[src/dpTypesPkg.sv]
`default_nettype none

package dpTypesPkg;

    localparam int DATA_W   = 32; // Bus and register width
    localparam int NUM_REGS = 16;
    localparam int IMM_W    = 23; // LDI immediate field

    typedef logic [3:0] regIdxT;

    typedef enum logic [4:0] {
        OP_LDM = 5'd0,  // Ra <= memory data via MDR
        OP_LDI = 5'd1,  // Ra <= sign-extended immediate
        OP_ADD = 5'd2,
        OP_SUB = 5'd3,
        OP_AND = 5'd4,
        OP_OR  = 5'd5,
        OP_XOR = 5'd6,
        OP_SHL = 5'd7,  // Shift amount from Rc[4:0]
        OP_SHR = 5'd8,  // Logical shift
        OP_NOT = 5'd9   // Invert Rb, Rc unused
    } aluOpT;

    // Two-register ALU form
    typedef struct packed {
        aluOpT       opcode;
        regIdxT      ra;
        regIdxT      rb;
        regIdxT      rc;
        logic [14:0] unused;
    } aluFmtT;

    // Immediate form for LDI
    typedef struct packed {
        aluOpT            opcode;
        regIdxT           ra;
        logic [IMM_W-1:0] imm;
    } immFmtT;

    // Same word seen through either format
    typedef union packed {
        aluFmtT aluFmt;
        immFmtT immFmt;
    } instrT;

endpackage

`default_nettype wire

[src/ctrlPkg.sv]
`default_nettype none

package ctrlPkg;

    import dpTypesPkg::*;

    typedef enum logic [1:0] {
        IDLE,
        LOADREG,  // LDM and LDI
        ALUOP,    // Three-step register operation
        RESP      // Holding result for the host
    } seqStateT;

    // Which block owns the shared bus this cycle
    typedef enum logic [2:0] {
        SRC_NONE  = 3'd0,
        SRC_REG   = 3'd1,
        SRC_MDR   = 3'd2,
        SRC_CONST = 3'd3,
        SRC_Z     = 3'd4
    } busSrcT;

    typedef struct packed {
        busSrcT busSrc;
        regIdxT regRdIdx;
        logic   regWrEn;
        regIdxT regWrIdx;
        logic   yIn;
        logic   zIn;
        aluOpT  aluOp;
    } busCtrlT;

    localparam logic [1:0] LOAD_STEPS = 2'd1;
    localparam logic [1:0] ALU_STEPS  = 2'd3;

endpackage

`default_nettype wire

[src/regFile.sv]
`timescale 1ns/1ps
`default_nettype none

module regFile
    import dpTypesPkg::*;
    import ctrlPkg::*;
(
    input  logic              clock,
    input  logic              rstN,
    input  busCtrlT           busCtrl,
    input  logic [DATA_W-1:0] bus,
    output logic [DATA_W-1:0] rdData
);

    logic [DATA_W-1:0] regs [NUM_REGS];

    // Single write port fed from the bus
    always_ff @(posedge clock) begin
        if (!rstN) begin
            for (int i = 0; i < NUM_REGS; i++) begin
                regs[i] <= '0;
            end
        end else if (busCtrl.regWrEn) begin
            regs[busCtrl.regWrIdx] <= bus;
        end
    end

    assign rdData = regs[busCtrl.regRdIdx]; // Combinational read

endmodule

`default_nettype wire

[src/aluUnit.sv]
`timescale 1ns/1ps
`default_nettype none

module aluUnit
    import dpTypesPkg::*;
    import ctrlPkg::*;
(
    input  logic              clock,
    input  logic              rstN,
    input  busCtrlT           busCtrl,
    input  logic [DATA_W-1:0] bus,
    output logic [DATA_W-1:0] zOut
);

    logic [DATA_W-1:0] yReg;
    logic [DATA_W-1:0] aluResult;

    always_ff @(posedge clock) begin
        if (!rstN) begin
            yReg <= '0;
        end else if (busCtrl.yIn) begin
            yReg <= bus; // First operand
        end
    end

    // Y is the left operand, the bus carries the right one
    always_comb begin
        case (busCtrl.aluOp)
            OP_ADD:  aluResult = yReg + bus;
            OP_SUB:  aluResult = yReg - bus;
            OP_AND:  aluResult = yReg & bus;
            OP_OR:   aluResult = yReg | bus;
            OP_XOR:  aluResult = yReg ^ bus;
            OP_SHL:  aluResult = yReg << bus[4:0];
            OP_SHR:  aluResult = yReg >> bus[4:0];
            OP_NOT:  aluResult = ~yReg;
            default: aluResult = '0; // Loads never use the ALU
        endcase
    end

    always_ff @(posedge clock) begin
        if (!rstN) begin
            zOut <= '0;
        end else if (busCtrl.zIn) begin
            zOut <= aluResult;
        end
    end

    // Y and Z share the bus on consecutive steps, never the same one
    assert property (@(posedge clock) disable iff (!rstN) !(busCtrl.yIn && busCtrl.zIn))
        else $error("yIn and zIn both high");

endmodule

`default_nettype wire

[src/busSelect.sv]
`timescale 1ns/1ps
`default_nettype none

module busSelect
    import dpTypesPkg::*;
    import ctrlPkg::*;
(
    input  logic              clock,
    input  logic              rstN,
    input  busCtrlT           busCtrl,
    input  logic              irLoad,
    input  instrT             cmdInstr,
    input  logic [DATA_W-1:0] cmdData,
    input  logic [DATA_W-1:0] rdData,
    input  logic [DATA_W-1:0] zOut,
    output instrT             ir,
    output logic [DATA_W-1:0] bus
);

    logic [DATA_W-1:0] mdr;
    logic [DATA_W-1:0] constVal;

    // IR and MDR load together on command acceptance
    always_ff @(posedge clock) begin
        if (!rstN) begin
            ir  <= '0;
            mdr <= '0;
        end else if (irLoad) begin
            ir  <= cmdInstr;
            mdr <= cmdData;
        end
    end

    assign constVal = {{(DATA_W-IMM_W){ir.immFmt.imm[IMM_W-1]}}, ir.immFmt.imm};

    always_comb begin
        case (busCtrl.busSrc)
            SRC_REG:   bus = rdData;
            SRC_MDR:   bus = mdr;
            SRC_CONST: bus = constVal; // Sign-extended immediate
            SRC_Z:     bus = zOut;
            default:   bus = '0;       // Idle bus reads as zero
        endcase
    end

    // A register write must always have a real driver on the bus
    assert property (@(posedge clock) disable iff (!rstN)
        busCtrl.regWrEn |-> busCtrl.busSrc inside {SRC_REG, SRC_MDR, SRC_CONST, SRC_Z})
        else $error("Register write with illegal bus source %0h", busCtrl.busSrc);

endmodule

`default_nettype wire

[src/stepCounter.sv]
`timescale 1ns/1ps
`default_nettype none

module stepCounter (
    input  logic       clock,
    input  logic       rstN,
    input  logic       stepClear,
    input  logic       stepEnable,
    input  logic [1:0] stepLimit,
    output logic [1:0] stepCount,
    output logic       lastStep
);

    assign lastStep = (stepCount == stepLimit - 2'd1);

    always_ff @(posedge clock) begin
        if (!rstN) begin
            stepCount <= '0;
        end else if (stepClear) begin
            stepCount <= '0;
        end else if (stepEnable) begin
            stepCount <= lastStep ? 2'd0 : stepCount + 2'd1; // Wrap after final step
        end
    end

    // Limit comes from the sequencer's instruction class
    assert property (@(posedge clock) disable iff (!rstN) stepEnable |-> stepCount < stepLimit)
        else $error("Step count %0d reached limit %0d", stepCount, stepLimit);

endmodule

`default_nettype wire

[src/controlSequencer.sv]
`timescale 1ns/1ps
`default_nettype none

module controlSequencer
    import dpTypesPkg::*;
    import ctrlPkg::*;
(
    input  logic       clock,
    input  logic       rstN,
    input  logic       cmdValid,
    output logic       cmdReady,
    input  aluOpT      cmdOpcode,
    output logic       respValid,
    input  logic       respReady,
    output regIdxT     respReg,
    input  instrT      ir,
    input  logic [1:0] stepCount,
    input  logic       lastStep,
    output logic       stepClear,
    output logic       stepEnable,
    output logic [1:0] stepLimit,
    output logic       irLoad,
    output busCtrlT    busCtrl
);

    seqStateT state, nextState;

    assign cmdReady  = (state == IDLE);
    assign respValid = (state == RESP);
    assign respReg   = ir.aluFmt.ra;
    assign irLoad    = cmdValid && cmdReady;

    assign stepClear  = (state == IDLE) || (state == RESP);
    assign stepEnable = (state == LOADREG) || (state == ALUOP);
    assign stepLimit  = (state == ALUOP) ? ALU_STEPS : LOAD_STEPS;

    always_ff @(posedge clock) begin
        if (!rstN) begin
            state <= IDLE;
        end else begin
            state <= nextState;
        end
    end

    always_comb begin
        nextState = state;
        case (state)
            IDLE: begin
                if (irLoad) begin
                    nextState = (cmdOpcode inside {OP_LDM, OP_LDI}) ? LOADREG : ALUOP;
                end
            end
            LOADREG, ALUOP: begin
                if (lastStep) nextState = RESP;
            end
            RESP: begin
                if (respReady) nextState = IDLE; // Result taken
            end
            default: nextState = IDLE;
        endcase
    end

    // Control word per state and step
    always_comb begin
        busCtrl = '0;
        case (state)
            LOADREG: begin
                busCtrl.busSrc   = (ir.immFmt.opcode == OP_LDI) ? SRC_CONST : SRC_MDR;
                busCtrl.regWrEn  = 1'b1;
                busCtrl.regWrIdx = ir.immFmt.ra;
            end
            ALUOP: begin
                case (stepCount)
                    2'd0: begin
                        busCtrl.busSrc   = SRC_REG; // Rb into Y
                        busCtrl.regRdIdx = ir.aluFmt.rb;
                        busCtrl.yIn      = 1'b1;
                    end
                    2'd1: begin
                        busCtrl.busSrc   = SRC_REG; // Rc onto bus, result into Z
                        busCtrl.regRdIdx = ir.aluFmt.rc;
                        busCtrl.zIn      = 1'b1;
                        busCtrl.aluOp    = ir.aluFmt.opcode;
                    end
                    default: begin
                        busCtrl.busSrc   = SRC_Z;
                        busCtrl.regWrEn  = 1'b1;
                        busCtrl.regWrIdx = ir.aluFmt.ra;
                    end
                endcase
            end
            RESP: begin
                busCtrl.busSrc   = SRC_REG; // Ra drives respData
                busCtrl.regRdIdx = ir.aluFmt.ra;
            end
            default: ;
        endcase
    end

    // Acceptance always starts the steps of one instruction
    assert property (@(posedge clock) disable iff (!rstN) irLoad |=> !cmdReady && !respValid)
        else $error("Accepted command did not start its steps");

endmodule

`default_nettype wire

[src/singleBusCpu.sv]
`timescale 1ns/1ps
`default_nettype none

module singleBusCpu
    import dpTypesPkg::*;
    import ctrlPkg::*;
(
    input  logic              clock,
    input  logic              rstN,
    input  logic              cmdValid,
    output logic              cmdReady,
    input  instrT             cmdInstr,
    input  logic [DATA_W-1:0] cmdData,
    output logic              respValid,
    input  logic              respReady,
    output regIdxT            respReg,
    output logic [DATA_W-1:0] respData
);

    busCtrlT           busCtrl;
    instrT             ir;
    logic              irLoad;
    logic              stepClear;
    logic              stepEnable;
    logic [1:0]        stepLimit;
    logic [1:0]        stepCount;
    logic              lastStep;
    logic [DATA_W-1:0] bus;
    logic [DATA_W-1:0] rdData;
    logic [DATA_W-1:0] zOut;

    controlSequencer i_seq (
        .clock      (clock),
        .rstN       (rstN),
        .cmdValid   (cmdValid),
        .cmdReady   (cmdReady),
        .cmdOpcode  (cmdInstr.aluFmt.opcode), // Opcode sits at the same place in both forms
        .respValid  (respValid),
        .respReady  (respReady),
        .respReg    (respReg),
        .ir         (ir),
        .stepCount  (stepCount),
        .lastStep   (lastStep),
        .stepClear  (stepClear),
        .stepEnable (stepEnable),
        .stepLimit  (stepLimit),
        .irLoad     (irLoad),
        .busCtrl    (busCtrl)
    );

    stepCounter i_steps (
        .clock      (clock),
        .rstN       (rstN),
        .stepClear  (stepClear),
        .stepEnable (stepEnable),
        .stepLimit  (stepLimit),
        .stepCount  (stepCount),
        .lastStep   (lastStep)
    );

    regFile i_regs (
        .clock   (clock),
        .rstN    (rstN),
        .busCtrl (busCtrl),
        .bus     (bus),
        .rdData  (rdData)
    );

    aluUnit i_alu (
        .clock   (clock),
        .rstN    (rstN),
        .busCtrl (busCtrl),
        .bus     (bus),
        .zOut    (zOut)
    );

    busSelect i_busSel (
        .clock    (clock),
        .rstN     (rstN),
        .busCtrl  (busCtrl),
        .irLoad   (irLoad),
        .cmdInstr (cmdInstr),
        .cmdData  (cmdData),
        .rdData   (rdData),
        .zOut     (zOut),
        .ir       (ir),
        .bus      (bus)
    );

    assign respData = bus; // Ra is on the bus throughout RESP

endmodule

`default_nettype wire

[config.mk]
export PLATFORM = sky130hd
export DESIGN_NAME = singleBusCpu
export DESIGN_NICKNAME = d
export VERILOG_FILES = /design/src/dpTypesPkg.sv /design/src/ctrlPkg.sv /design/src/regFile.sv /design/src/aluUnit.sv /design/src/busSelect.sv /design/src/stepCounter.sv /design/src/controlSequencer.sv /design/src/singleBusCpu.sv
export SDC_FILE = /design/constraint.sdc
export NUM_CORES = 2
export LEC_CHECK = 0
export BUFFER_PORTS_ARGS = -buffer_cell sky130_fd_sc_hd__buf_2
export CAP_MARGIN = 20
export CORE_MARGIN = 2
export CORE_UTILIZATION = 35
export DETAILED_ROUTE_END_ITERATION = 7
export REMOVE_ABC_BUFFERS = 1
export SYNTH_ARGS = -nofsm -noshare
export SYNTH_HDL_FRONTEND = slang
export SYNTH_HIERARCHICAL = 1
export SYNTH_SLANG_ARGS = --single-unit
[constraint.sdc]
create_clock -name clock -period 16.2 [get_ports clock]
set_input_delay 0.81 -clock clock [delete_from_list [all_inputs] [get_ports clock]]
set_output_delay 0.81 -clock clock [all_outputs]
set_load 0.03 [all_outputs]
==> out/results.txt <==
status: finished, final reports clean
worst-path fanout max: 57
initial antenna violation count: 5
min cycle time layout: 9.55 ns
Crit. End Element: flop
Yosys warnings: 6
Seq pwr share: 34.2%
final WL: 131000 um
area leader, netlist: edfxtp_1
Final Hold Vio Count: 0
CTS Buf Count: 74
CTS tree: done
Startpoint Class: flop
ys flop type: edfxtp_1
setup violators final: 0
Slew @ Worst Pin: 1.03 ns
largest family of logic cells by synthesized area: simple AND/OR/NAND/NOR gates
Post-synth EDFFs: 512
post-DP HPWL: 84700 um
Post-Synth Adder-Cell Area: 3.56%
Vias/cell: 5.78
Comb pwr share: 36.2%
critical path arrival: 10.05 ns
Sw Share: 37.4%
IO buf count: 105
post-route ant nets: 0
Vias: 26800
non-filler cells, final: 4635
PD cells: 136 nW/um^2
# Post-CTS Setup Buffers: 0
leakage power: 15.0 nW
Fmax achieved: 105 MHz
post-synth top area share: 41.8%
die span in x: 328 um
RSZ-0062 raised after global routing: false
clock insertion delay at the later pin of the skew report: 0.65 ns
Hold WS: 0.421 ns
row cnt: 118
Power, Total: 0.00564 W
Die Y: 328 um
Total GRT Usage: 24.0%
top cells by area, synth: edfxtp_1 42%, mux4_2 10%, and2_1 8.8%, dfxtp_1 7.2%, mux2i_1 4.2%
Residual DRC: 0
dpl cells: 4497
Int Power: 0.00353 W
Setup CP Type: reg2reg
CTS H-tree depth: 3
largest net degree at the start of global routing: 129
# IOs: 106
worst setup margin: 6.65 ns
initial core utilization: 35.4%
pre-CTS setup slack: 6.78 ns
core area: 104000 sq um
Avg WL per Cell: 28.3 um
Post-DP Area: 39000 sq um
Clock Path Buffers: 3
worst rel slew slack: 31.0%
synth unique cells: 87
clock share of power: 29.6%
clock root buffer: clkbuf_16
design area: 41400 sq um
RePlAce Congestion: 1.01
Async S/R FF share, synth: 0%
post-synthesis compound-gate area fraction: 10.2%
Simple-Gate Fraction of Synth Area: 17.3%
Peak supply drop: 0.108 mV
first-pass GRT wire length: 188000 um
Hold Path Class: in2reg
cell area after synthesis: 36800 sq um
violation count after the first detailed-route iteration: 3157
Post-Synth XOR/XNOR Area: 1.26%
PostCTS Resize Cnt: 0
Required @ worst endpoint: 16.70 ns
Final #Nets: 3366
layout cell share with drive strength beyond 1: 17.3%
Initial DRT Pass Iterations: 5
Cells after Synth: 3181
Area growth syn-to-layout: 12.5%
clk sinks: 644
grt ovf: 0
Net Switching: 0.00211 W
DIE AREA: 108000 sq um
clock skew: 0.0238 ns
fin. max-slew vios: 0
fin crit share: 58.9%
CTS Hold Buffers Added: 0
vias in the first global route: 26300
number of synthesized register bits: 644
Mean Syn Cell Area: 11.6 sq um
mux share of post-synthesis cell area: 14.7%
Max-cap violations: 0
part of the Yosys area used for sequential elements: 49.0%
number of fill cells in the layout: 9914
Clk pin slew, worst setup/hold paths: 0.06 ns
==> routing by layer <==
metal / track usage, % / up-vias / part of all wire [%]
met5: 0 / - / 0.0099
met4: 9.72 / 2 / 4.1
met3: 5.19 / 287 / 9.1
met2: 38.2 / 1335 / 46
met1: 31.7 / 13400 / 41
li1: - / 11700 / -
==> metrics by stage <==
step	util [%]	TNS, ns
floorplan	-	-59.43
global placement	37.5	0
detailed placement	37.5	0
CTS	39.8	0
global route	39.8	0
finish	39.8	0
==> synth_stat cells (82+ instances only) <==
cell type / n
nor2_1: 131
dfxtp_1: 132
edfxtp_1: 512
nor2b_1: 133
a21oi_1: 118
and2_1: 520
mux2i_1: 154
a22oi_1: 82
nand2_1: 195
ha_1: 103
clkbuf_1: 195
mux4_2: 167
o21ai_0: 108
==> path summary, 6_finish.rpt <==
path | start | end | slack (ns) | cells after the start
min reg2reg | i_alu/zOut[15]$_SDFFE_PN0P_ | i_alu/zOut[15]$_SDFFE_PN0P_ | 0.49 | 2
max | i_seq/state[0]$_SDFFE_PN0P_ | i_alu/zOut[28]$_SDFFE_PN0P_ | 6.65 | 24
max reg2reg | i_seq/state[0]$_SDFFE_PN0P_ | i_alu/zOut[28]$_SDFFE_PN0P_ | 6.65 | 24
min | cmdInstr[9] | i_busSel/ir[9]$_SDFFE_PN0P_ | 0.42 | 3
==> power by group through the flow <==
stage          logic [W]  clock network (W)  registers, W
2_1_floorplan    0.00141                  0       0.00193
3_3_place_gp     0.00200                  0       0.00196
3_5_place_dp     0.00200                  0       0.00196
4_1_cts          0.00200            0.00170       0.00193
5_1_grt          0.00217            0.00177       0.00194
6_report         0.00204            0.00167       0.00193
==> sequential cells by signal, indices dropped and copies added (netlist names) <==
register           cells
i_seq/state            2
i_alu/zOut            32
i_busSel/ir           32
i_regs/regs          512
i_busSel/mdr          32
i_steps/stepCount      2
i_alu/yReg            32
==> cells in the final DEF, fill, tap and decap left out, types with 14 or more instances in the layout <==
cell type,count
ha_1,103
a22o_1,28
o21ai_4,14
mux2i_1,154
edfxtp_1,512
mux4_2,167
a211oi_1,23
nor2b_1,130
a22oi_1,82
o21ai_0,96
nand2_1,194
dfxtp_1,132
and2_1,519
clkbuf_16,74
clkbuf_1,21
nor2_1,117
inv_1,78
nand3_1,32
o22ai_1,21
o211ai_1,29
a31oi_1,23
a221o_1,19
nor3_1,24
xnor2_1,44
buf_2,104
a21oi_1,118
clkinv_1,14
buf_4,104
==> cells by family (layout without fill, tap and decap cells) <==
group,Yosys count,in the layout
buf+inv,353,425
fa+ha+maj,104,104
mux,329,329
flops,644,644
xor+xnor,53,53
simple gates,1138,1138
other cells,1,3
compound gates,559,559
==> worst max-delay path: stages, from the launching register on <==
cell and delay, ns:
dfxtp_1 0.34, inv_1 0.13, ha_1 0.32, nand2b_1 0.27
o21ai_4 0.71, buf_4 0.75, buf_4 0.80, mux4_2 0.59
a22oi_1 0.16, nand2_1 0.10, a221o_4 0.65, buf_4 0.46
inv_1 0.31, nand4_1 0.44, nand3b_1 0.36, nor3_1 0.50
nor2_1 0.13, xnor2_1 0.16, ha_1 0.37, a21o_1 0.19
a211o_1 0.30, o21ai_0 0.77, nor2_1 0.10, o21ai_0 0.22
a31oi_1 0.10
==> area by class of cell <==
cell class | instances | area (sq um) | area share, %
inverter | 80 | 300 | 0.726
clock inverter | 37 | 407 | 0.983
multi-input combinational | 2184 | 17600 | 42.6
antenna | 2 | 5.00 | 0.0121
tap | 1380 | 1730 | 4.17
timing repair buffer | 210 | 1330 | 3.22
sequential | 644 | 18000 | 43.5
clock buffer | 98 | 1970 | 4.75
(Power assumes the default switching activity.)
